===== src/design/dsi_timing_pkg.sv =====
// Raster timing for the DSI video source.
// Horizontal periods are in byte clocks, vertical periods in lines.
// Timers and sequencer refer to these by scoped names.

package dsi_timing_pkg;

    ////////////////////////////////////////////////////
    // position types
    ////////////////////////////////////////////////////

    typedef logic [15:0] col_t;
    typedef logic [11:0] line_t;

    // step marks the column as consumed in this cycle
    typedef struct packed {
        logic step;
        col_t col;
    } h_pos_t;

    typedef enum logic [1:0] {
        v_sync,
        v_back,
        v_active,
        v_front
    } v_region_e;

    ////////////////////////////////////////////////////
    // horizontal raster
    ////////////////////////////////////////////////////

    localparam col_t HSA         = 16'd4;
    localparam col_t HBP         = 16'd6;
    localparam col_t HACT        = 16'd24;
    localparam col_t HFP         = 16'd6;
    localparam col_t H_TOTAL     = HSA + HBP + HACT + HFP;
    // first and last payload column
    localparam col_t H_ACT_START = HSA + HBP;
    localparam col_t H_ACT_LAST  = HSA + HBP + HACT - 16'd1;

    // vertical raster, in lines
    localparam line_t VSA         = 12'd2;
    localparam line_t VBP         = 12'd2;
    localparam line_t VACT        = 12'd4;
    localparam line_t VFP         = 12'd2;
    localparam line_t V_TOTAL     = VSA + VBP + VACT + VFP;
    localparam line_t V_ACT_START = VSA + VBP;
    localparam line_t V_ACT_LAST  = VSA + VBP + VACT - 12'd1;

endpackage


===== src/design/dsi_pkt_pkg.sv =====
// DSI packet definitions for the video source.
// Holds data type codes, the header struct on the packet port
// and the seed of the payload byte generator.

package dsi_pkt_pkg;

    typedef logic [5:0]  data_type_t;
    typedef logic [15:0] word_count_t;
    typedef logic [7:0]  byte_t;

    // header seen on the packet port, sp and lp never together
    typedef struct packed {
        logic        sp;
        logic        lp;
        data_type_t  dt;
        word_count_t wc;
    } pkt_hdr_t;

    ////////////////////////////////////////////////////
    // data type codes
    ////////////////////////////////////////////////////

    localparam data_type_t DT_VSYNC_START = 6'h01;
    localparam data_type_t DT_VSYNC_END   = 6'h11;
    localparam data_type_t DT_HSYNC_START = 6'h21;
    localparam data_type_t DT_HSYNC_END   = 6'h31;
    localparam data_type_t DT_RGB888      = 6'h3E;

    // rgb888 over three byte lanes
    localparam int BYTES_PER_PIXEL = 3;
    localparam int LANE_BYTES      = 3;

    // equals HACT, kept named for the long-packet header
    localparam word_count_t ACTIVE_WC =
        word_count_t'(dsi_timing_pkg::HACT * BYTES_PER_PIXEL / LANE_BYTES);

    // nothing on the port
    localparam pkt_hdr_t PKT_IDLE = '0;

    localparam logic [15:0] PRBS_SEED = 16'hACE1;

endpackage


===== src/design/line_timer.sv =====
// Horizontal timer of the DSI video source.
// Walks the columns of one line, one per enabled clock, and
// reports the current column with a step flag and the line end.

`timescale 1ns/10ps

module line_timer (
    input  logic                  clk,
    input  logic                  reset,
    input  logic                  enable_i,
    output dsi_timing_pkg::h_pos_t h_pos_o,
    output logic                  line_end_o
);

    typedef enum logic [1:0] {
        h_sync,
        h_back,
        h_active,
        h_front
    } h_region_e;

    h_region_e            region_q;
    dsi_timing_pkg::col_t col_q;
    logic                 region_last;

    // last column of the region we are in
    always_comb begin
        case (region_q)
            h_sync:   region_last = (col_q == dsi_timing_pkg::HSA - 16'd1);
            h_back:   region_last = (col_q == dsi_timing_pkg::H_ACT_START - 16'd1);
            h_active: region_last = (col_q == dsi_timing_pkg::H_ACT_LAST);
            default:  region_last = (col_q == dsi_timing_pkg::H_TOTAL - 16'd1);
        endcase
    end

    ////////////////////////////////////////////////////
    // column counter and region state machine
    ////////////////////////////////////////////////////

    always_ff @(posedge clk or posedge reset) begin
        if (reset) begin
            col_q    <= '0;
            region_q <= h_sync;
        end else if (enable_i) begin
            if (region_last) begin
                case (region_q)
                    h_sync:   region_q <= h_back;
                    h_back:   region_q <= h_active;
                    h_active: region_q <= h_front;
                    default:  region_q <= h_sync;
                endcase
            end
            // wrap back to column 0 after the front porch
            if (region_last && region_q == h_front) begin
                col_q <= '0;
            end else begin
                col_q <= col_q + 16'd1;
            end
        end
    end

    // the column is consumed only on an enabled clock
    assign h_pos_o = '{step: enable_i, col: col_q};

    assign line_end_o = enable_i & region_last & (region_q == h_front);

endmodule


===== src/design/frame_timer.sv =====
// Vertical timer of the DSI video source.
// Counts lines on each line end from the line timer and
// tracks which vertical region the raster is in.

`timescale 1ns/10ps

module frame_timer (
    input  logic                      clk,
    input  logic                      reset,
    input  logic                      line_end_i,
    output dsi_timing_pkg::line_t     line_o,
    output dsi_timing_pkg::v_region_e v_region_o
);

    dsi_timing_pkg::line_t     line_q;
    dsi_timing_pkg::v_region_e region_q;
    logic                      region_last;

    // last line of the current region
    always_comb begin
        case (region_q)
            dsi_timing_pkg::v_sync:
                region_last = (line_q == dsi_timing_pkg::VSA - 12'd1);
            dsi_timing_pkg::v_back:
                region_last = (line_q == dsi_timing_pkg::V_ACT_START - 12'd1);
            dsi_timing_pkg::v_active:
                region_last = (line_q == dsi_timing_pkg::V_ACT_LAST);
            default:
                region_last = (line_q == dsi_timing_pkg::V_TOTAL - 12'd1);
        endcase
    end

    ////////////////////////////////////////////////////
    // line counter and vertical state machine
    ////////////////////////////////////////////////////

    always_ff @(posedge clk or posedge reset) begin
        if (reset) begin
            line_q   <= '0;
            region_q <= dsi_timing_pkg::v_sync;
        end else if (line_end_i) begin
            if (region_last) begin
                case (region_q)
                    dsi_timing_pkg::v_sync:   region_q <= dsi_timing_pkg::v_back;
                    dsi_timing_pkg::v_back:   region_q <= dsi_timing_pkg::v_active;
                    dsi_timing_pkg::v_active: region_q <= dsi_timing_pkg::v_front;
                    default:                  region_q <= dsi_timing_pkg::v_sync;
                endcase
            end
            // frame wraps after the front porch
            if (region_last && region_q == dsi_timing_pkg::v_front) begin
                line_q <= '0;
            end else begin
                line_q <= line_q + 12'd1;
            end
        end
    end

    assign line_o     = line_q;
    assign v_region_o = region_q;

endmodule


===== src/design/packet_sequencer.sv =====
// Packet sequencer of the DSI video source.
// Turns the stepped raster position into sync short packets,
// the rgb888 long-packet header and the payload window.
// All outputs are registered, one clock after the position.

`timescale 1ns/10ps

module packet_sequencer (
    input  logic                      clk,
    input  logic                      reset,
    input  dsi_timing_pkg::h_pos_t    h_pos_i,
    input  dsi_timing_pkg::line_t     line_i,
    input  dsi_timing_pkg::v_region_e v_region_i,
    output dsi_pkt_pkg::pkt_hdr_t     pkt_o,
    output logic                      payload_en_o,
    output logic                      frame_start_o
);

    dsi_pkt_pkg::pkt_hdr_t pkt_d;
    logic                  payload_en_d;
    logic                  frame_start_d;

    logic vs_start_line;
    logic vs_end_line;
    logic active_line;
    logic in_payload;

    assign vs_start_line = (line_i == '0);
    assign vs_end_line   = (line_i == dsi_timing_pkg::VSA);
    assign active_line   = (v_region_i == dsi_timing_pkg::v_active);

    assign in_payload = (h_pos_i.col >= dsi_timing_pkg::H_ACT_START) &&
                        (h_pos_i.col <= dsi_timing_pkg::H_ACT_LAST);

    ////////////////////////////////////////////////////
    // position decode
    ////////////////////////////////////////////////////

    always_comb begin
        pkt_d         = dsi_pkt_pkg::PKT_IDLE;
        payload_en_d  = 1'b0;
        frame_start_d = 1'b0;

        if (h_pos_i.step) begin
            if (h_pos_i.col == '0) begin
                // every line opens with a sync short packet, wc stays 0
                pkt_d.sp = 1'b1;
                if (vs_start_line) begin
                    pkt_d.dt      = dsi_pkt_pkg::DT_VSYNC_START;
                    frame_start_d = 1'b1;
                end else if (vs_end_line) begin
                    pkt_d.dt = dsi_pkt_pkg::DT_VSYNC_END;
                end else begin
                    pkt_d.dt = dsi_pkt_pkg::DT_HSYNC_START;
                end
            end else if (h_pos_i.col == dsi_timing_pkg::HSA) begin
                // hsync end only closes an hsync start
                if (!vs_start_line && !vs_end_line) begin
                    pkt_d.sp = 1'b1;
                    pkt_d.dt = dsi_pkt_pkg::DT_HSYNC_END;
                end
            end else if (active_line &&
                         h_pos_i.col == dsi_timing_pkg::H_ACT_START - 16'd1) begin
                // header one column ahead of the payload
                pkt_d.lp = 1'b1;
                pkt_d.dt = dsi_pkt_pkg::DT_RGB888;
                pkt_d.wc = dsi_pkt_pkg::ACTIVE_WC;
            end else if (active_line && in_payload) begin
                payload_en_d = 1'b1;
            end
        end
    end

    ////////////////////////////////////////////////////
    // output registers
    ////////////////////////////////////////////////////

    always_ff @(posedge clk or posedge reset) begin
        if (reset) begin
            pkt_o         <= dsi_pkt_pkg::PKT_IDLE;
            payload_en_o  <= 1'b0;
            frame_start_o <= 1'b0;
        end else begin
            pkt_o         <= pkt_d;
            payload_en_o  <= payload_en_d;
            frame_start_o <= frame_start_d;
        end
    end

endmodule


===== src/design/payload_prbs.sv =====
// Payload byte source for the long packets.
// A 16-bit Fibonacci LFSR, reseeded once per frame, whose
// low byte is presented while the payload window is open.

`timescale 1ns/10ps

module payload_prbs (
    input  logic               clk,
    input  logic               reset,
    input  logic               reseed_i,
    input  logic               advance_i,
    output dsi_pkt_pkg::byte_t byte_o
);

    logic [15:0] lfsr_q;
    logic        feedback;

    // taps 16, 14, 13 and 11
    assign feedback = lfsr_q[15] ^ lfsr_q[13] ^ lfsr_q[12] ^ lfsr_q[10];

    always_ff @(posedge clk or posedge reset) begin
        if (reset) begin
            lfsr_q <= dsi_pkt_pkg::PRBS_SEED;
        end else if (reseed_i) begin
            lfsr_q <= dsi_pkt_pkg::PRBS_SEED;
        end else if (advance_i) begin
            // shift left, feedback enters bit 0
            lfsr_q <= {lfsr_q[14:0], feedback};
        end
    end

    // zero outside the payload window
    assign byte_o = advance_i ? lfsr_q[7:0] : '0;

endmodule


===== src/design/dsi_video_source.sv =====
// Top level of the DSI video-mode source.
// enable_i high consumes one raster position per clock; packet
// headers and payload bytes follow one clock later.

`timescale 1ns/10ps

module dsi_video_source (
    input  logic                  clk,
    input  logic                  reset,
    input  logic                  enable_i,
    output dsi_pkt_pkg::pkt_hdr_t pkt_o,
    output logic                  payload_en_o,
    output dsi_pkt_pkg::byte_t    byte_data_o
);

    dsi_timing_pkg::h_pos_t    h_pos;
    dsi_timing_pkg::line_t     line;
    dsi_timing_pkg::v_region_e v_region;
    logic                      line_end;
    logic                      frame_start;

    line_timer u_line_timer (
        .clk        (clk),
        .reset      (reset),
        .enable_i   (enable_i),
        .h_pos_o    (h_pos),
        .line_end_o (line_end)
    );

    frame_timer u_frame_timer (
        .clk        (clk),
        .reset      (reset),
        .line_end_i (line_end),
        .line_o     (line),
        .v_region_o (v_region)
    );

    packet_sequencer u_packet_sequencer (
        .clk           (clk),
        .reset         (reset),
        .h_pos_i       (h_pos),
        .line_i        (line),
        .v_region_i    (v_region),
        .pkt_o         (pkt_o),
        .payload_en_o  (payload_en_o),
        .frame_start_o (frame_start)
    );

    // reseed at vsync start, step through the payload window
    payload_prbs u_payload_prbs (
        .clk       (clk),
        .reset     (reset),
        .reseed_i  (frame_start),
        .advance_i (payload_en_o),
        .byte_o    (byte_data_o)
    );

endmodule


===== config.mk =====
export PLATFORM = sky130hd
export DESIGN_NAME = dsi_video_source
export DESIGN_NICKNAME = d
export VERILOG_FILES = /design/src/design/dsi_timing_pkg.sv /design/src/design/dsi_pkt_pkg.sv /design/src/design/line_timer.sv /design/src/design/frame_timer.sv /design/src/design/packet_sequencer.sv /design/src/design/payload_prbs.sv /design/src/design/dsi_video_source.sv
export SDC_FILE = /design/constraint.sdc
export NUM_CORES = 1
export LEC_CHECK = 0
export BUFFER_PORTS_ARGS = -buffer_cell sky130_fd_sc_hd__buf_2
export CORE_MARGIN = 3
export CORE_UTILIZATION = 41
export CTS_CLUSTER_DIAMETER = 50
export DETAILED_ROUTE_END_ITERATION = 8
export GPL_ROUTABILITY_DRIVEN = 0
export PLACE_DENSITY_LB_ADDON = 0.15
export SYNTH_ARGS = -nofsm -noshare
export SYNTH_HDL_FRONTEND = slang
export SYNTH_SLANG_ARGS = --single-unit
export TNS_END_PERCENT = 20

===== constraint.sdc =====
create_clock -name clk -period 3.5 [get_ports clk]
set_clock_uncertainty 0.2 [all_clocks]
set_input_delay 0.7 -clock clk [delete_from_list [all_inputs] [get_ports clk]]
set_output_delay 0.7 -clock clk [all_outputs]
set_load 0.05 [all_outputs]

==> reports/qor.csv <==
stage,metric,value,unit
layout,area_growth_syn_to_layout,7.15,%
layout,share_of_cells_above_drive_strength_1,16.4,%
yosys,synth_top_area_share,38.5,%
cts,cts_buffer_depth,2,
sta,final_max_slew_viol_count,0,
drt,drt_pre_antenna_iters,4,
drt,ant_nets,0,
floorplan,initial_utilization,43.1,%
yosys,synth_top_cells_by_area,"dfrtp_1, dfstp_2, ha_1",
cts,clock-root-buffer,clkbuf_8,
worst_setup_path,cp_data_required_time,3510,ps
grt,first_global_vias,1904,
yosys,syn-mean-instance-area,10.2,um2
drt,count_of_vias_placed_by_the_detailed_router,2059,
drt,detail_route.iter0.violations,146,
worst_setup_path,max_stage_delay,460,ps
worst_setup_path,cp_launch_type,flop,
sta,rsz0062_at_grt,false,
grt,antenna_violations_before_repair,0,
layout,most_frequent_cells_in_the_layout,"dfrtp_1, nor2_1, buf_2, xnor2_1, ha_1",
yosys,yosysWarningCount,0,
worst_setup_path,critPathKind,reg2reg,
floorplan,die_height,91.4,um
grt,grt_max_degree,28,
drt,routedWlPerCell,13.7,um
sta,setup_tns,0,ps
worst_setup_path,timing.critical_path.fanout_max,4,
placement,buffer_ports.inserted,21,
drt,wl,5570,um
power,cellPowerDensity,508,mW/mm2
power,vdd_drop_max,0.000204,V
placement,dpl-instance-area,0.00311,mm2
sta,finalWorstPathRequiredPeriod,2810,ps
drt,drcViolationCount,0,
worst_setup_path,cp_data_arrival_time,2810,ps
floorplan,floorplan.rows,30,
drt,avgViaCountPerCell,5.06,
yosys,synth_cell_type_count,46,
floorplan,boundaryPins,36,
job,max_capacitance_violation_total,0,
sta,max-slew-margin-rel,51.7,%
cts,cts_hold_buffers,0,
yosys,synth_ff_type,dfrtp_1,
sta,hold_fails_final_rpt,0,
sta,achievable_frequency,356,MHz
min_path,min-delay-path-class,in2async,
sta,crit_share_post_route,80.2,%
floorplan,die_w,91.4,um
sta,finalSetupViolations,0,
grt,grt.total_usage,13.8,%
cts,post_cts_buffers,0,
cts,ctsResizeCount,0,
layout,insertedDiodeCount,0,
floorplan,floorplan.core_area,0.00694,mm2
yosys,number_of_enable_type_register_cells_in_the_synthesized_netlist,0,
yosys,total_standard_cell_area_after_synthesis,0.00299,mm2
yosys,synth_seq_area_share,45.5,%
cts,numCtsBuffers,5,
yosys,netlist.top_cell.by_area,dfrtp_1,
cts,insertion_delay,310,ps
layout,final.fill_count,666,
worst_setup_path,critical_path_top_delay_cell,a2111oi_4,
layout,final_net_count,329,
cts,clkSlewWorstSetupHoldPaths,100,ps
layout,finish.instance_area,0.00321,mm2
grt,grt_remaining_overflow,0,
yosys,synth.ff_latch_count,54,
grt,grt_pass1_wl,9360,um
cts,tritoncts,yes,
cts,clock-sinks,54,
sta,worst_pin_slew,718,ps
placement,place_hpwl,4110,um
worst_setup_path,crit_path_cell_trace,inv_1 > ha_1 > or3b_4 > a2111oi_4 > o21ai_2 > or4_4 > mux2_4,
layout,final_common_cell,dfrtp_1,
worst_setup_path,endpoint_kind,flop,
outcome,outcome,"complete, no violations",
yosys,synth-async-reset-ratio,100,%
cts,ctsHtreeMaxLevel,2,
yosys,syn_inst,294,
floorplan,floorplan.die_area,0.00836,mm2
power,p_leak,0.00164,uW
critical path, delay by kind of cell, from the launching register on:
family / cells / cell delay (ps)
simple gates: 2 / 860
compound gates: 2 / 620
fa+ha+maj: 1 / 200
buf+inv: 1 / 110
mux: 1 / 310
flops: 1 / 410
path summary, 6_finish.rpt:
path	start	to	slack, ps	cells past startpoint
max	u_line_timer.region_q[0]$_DFFE_PP0N_	u_line_timer.region_q[1]$_DFFE_PP0N_	690	7
min	reset	u_payload_prbs.lfsr_q[3]$_DFFE_PP0P_	120	2
max reg2reg	u_line_timer.region_q[0]$_DFFE_PP0N_	u_line_timer.region_q[1]$_DFFE_PP0N_	690	7
min reg2reg	u_frame_timer.line_o[11]$_DFFE_PP0N_	u_frame_timer.line_o[11]$_DFFE_PP0N_	270	1
max in group asynchronous	reset	u_payload_prbs.lfsr_q[15]$_DFFE_PP1P_	2300	3
min in group clk	u_frame_timer.line_o[11]$_DFFE_PP0N_	u_frame_timer.line_o[11]$_DFFE_PP0N_	270	1
where the power goes:
group / internal [uW] / switching, uW / total [uW] / leakage [uW]
Combinational: 175 / 287 / 462 / 0.000913
Clock: 163 / 211 / 375 / 0.0000478
Sequential: 686 / 105 / 792 / 0.000679
Total: 1030 / 603 / 1630 / 0.00164
layer usage:
metal | vias up | track usage [%] | share of wire (%)
li1 | 1014 | - | -
met1 | 989 | 21.4 | 51
met2 | 51 | 18.9 | 43
met3 | 5 | 3.07 | 4.9
met4 | 0 | 4.02 | 1.1
met5 | - | 0 | 0
layout make-up:
class	count	area [um2]	share of cell area [%]
Multi-Input combinational cell	208	1430	44.5
Sequential cell	54	1360	42.5
Timing Repair Buffer	26	143	4.45
Tap cell	96	120	3.75
Clock buffer	6	82.6	2.58
Inverter	15	56.3	1.76
Clock inverter	2	16.3	0.507
state kept, by name, summed over array words and instances, names as in the netlist:
register and cells:
u_packet_sequencer.pkt_o 4, u_packet_sequencer.payload_en_o 1, u_packet_sequencer.frame_start_o 1, u_frame_timer.v_region_o 2, u_line_timer.col_q 16, u_payload_prbs.lfsr_q 16, u_line_timer.region_q 2, u_frame_timer.line_o 12
cell families after synthesis:
family                     share of synthesized area [%]
AOI/OAI and AO/OA                                   9.07
xor gates and xnor gates                            7.90
adders and majority gates                           6.69
buffers and inverters                               8.44
DFF                                                 45.5
muxes                                               2.55
other                                              0.125
and+or+nand+nor                                     19.7
synth_stat cells (all sizes together) (7+ instances only):
| cell | number |
|---|---|
| inv | 15 |
| nand4 | 7 |
| and2 | 11 |
| nand3 | 13 |
| nand2 | 14 |
| dfrtp | 46 |
| a211o | 8 |
| ha | 16 |
| a21oi | 10 |
| o21ai | 8 |
| buf | 23 |
| nor4 | 8 |
| xnor2 | 17 |
| xor2 | 10 |
| nor2 | 27 |
| clkbuf | 7 |
| dfstp | 8 |
per-stage QoR:
step	worst slack [ps]	instances	hold slack [ps]	util, %	power [uW]
2_1_floorplan	850	307	243	-	1170
3_3_place_gp	775	399	259	44.8	1260
3_5_place_dp	687	399	261	44.8	1260
4_1_cts	681	407	123	46.2	1640
5_1_grt	553	407	130	46.2	1750
6_report	693	407	117	46.2	1630
(Power assumes the default switching activity.)
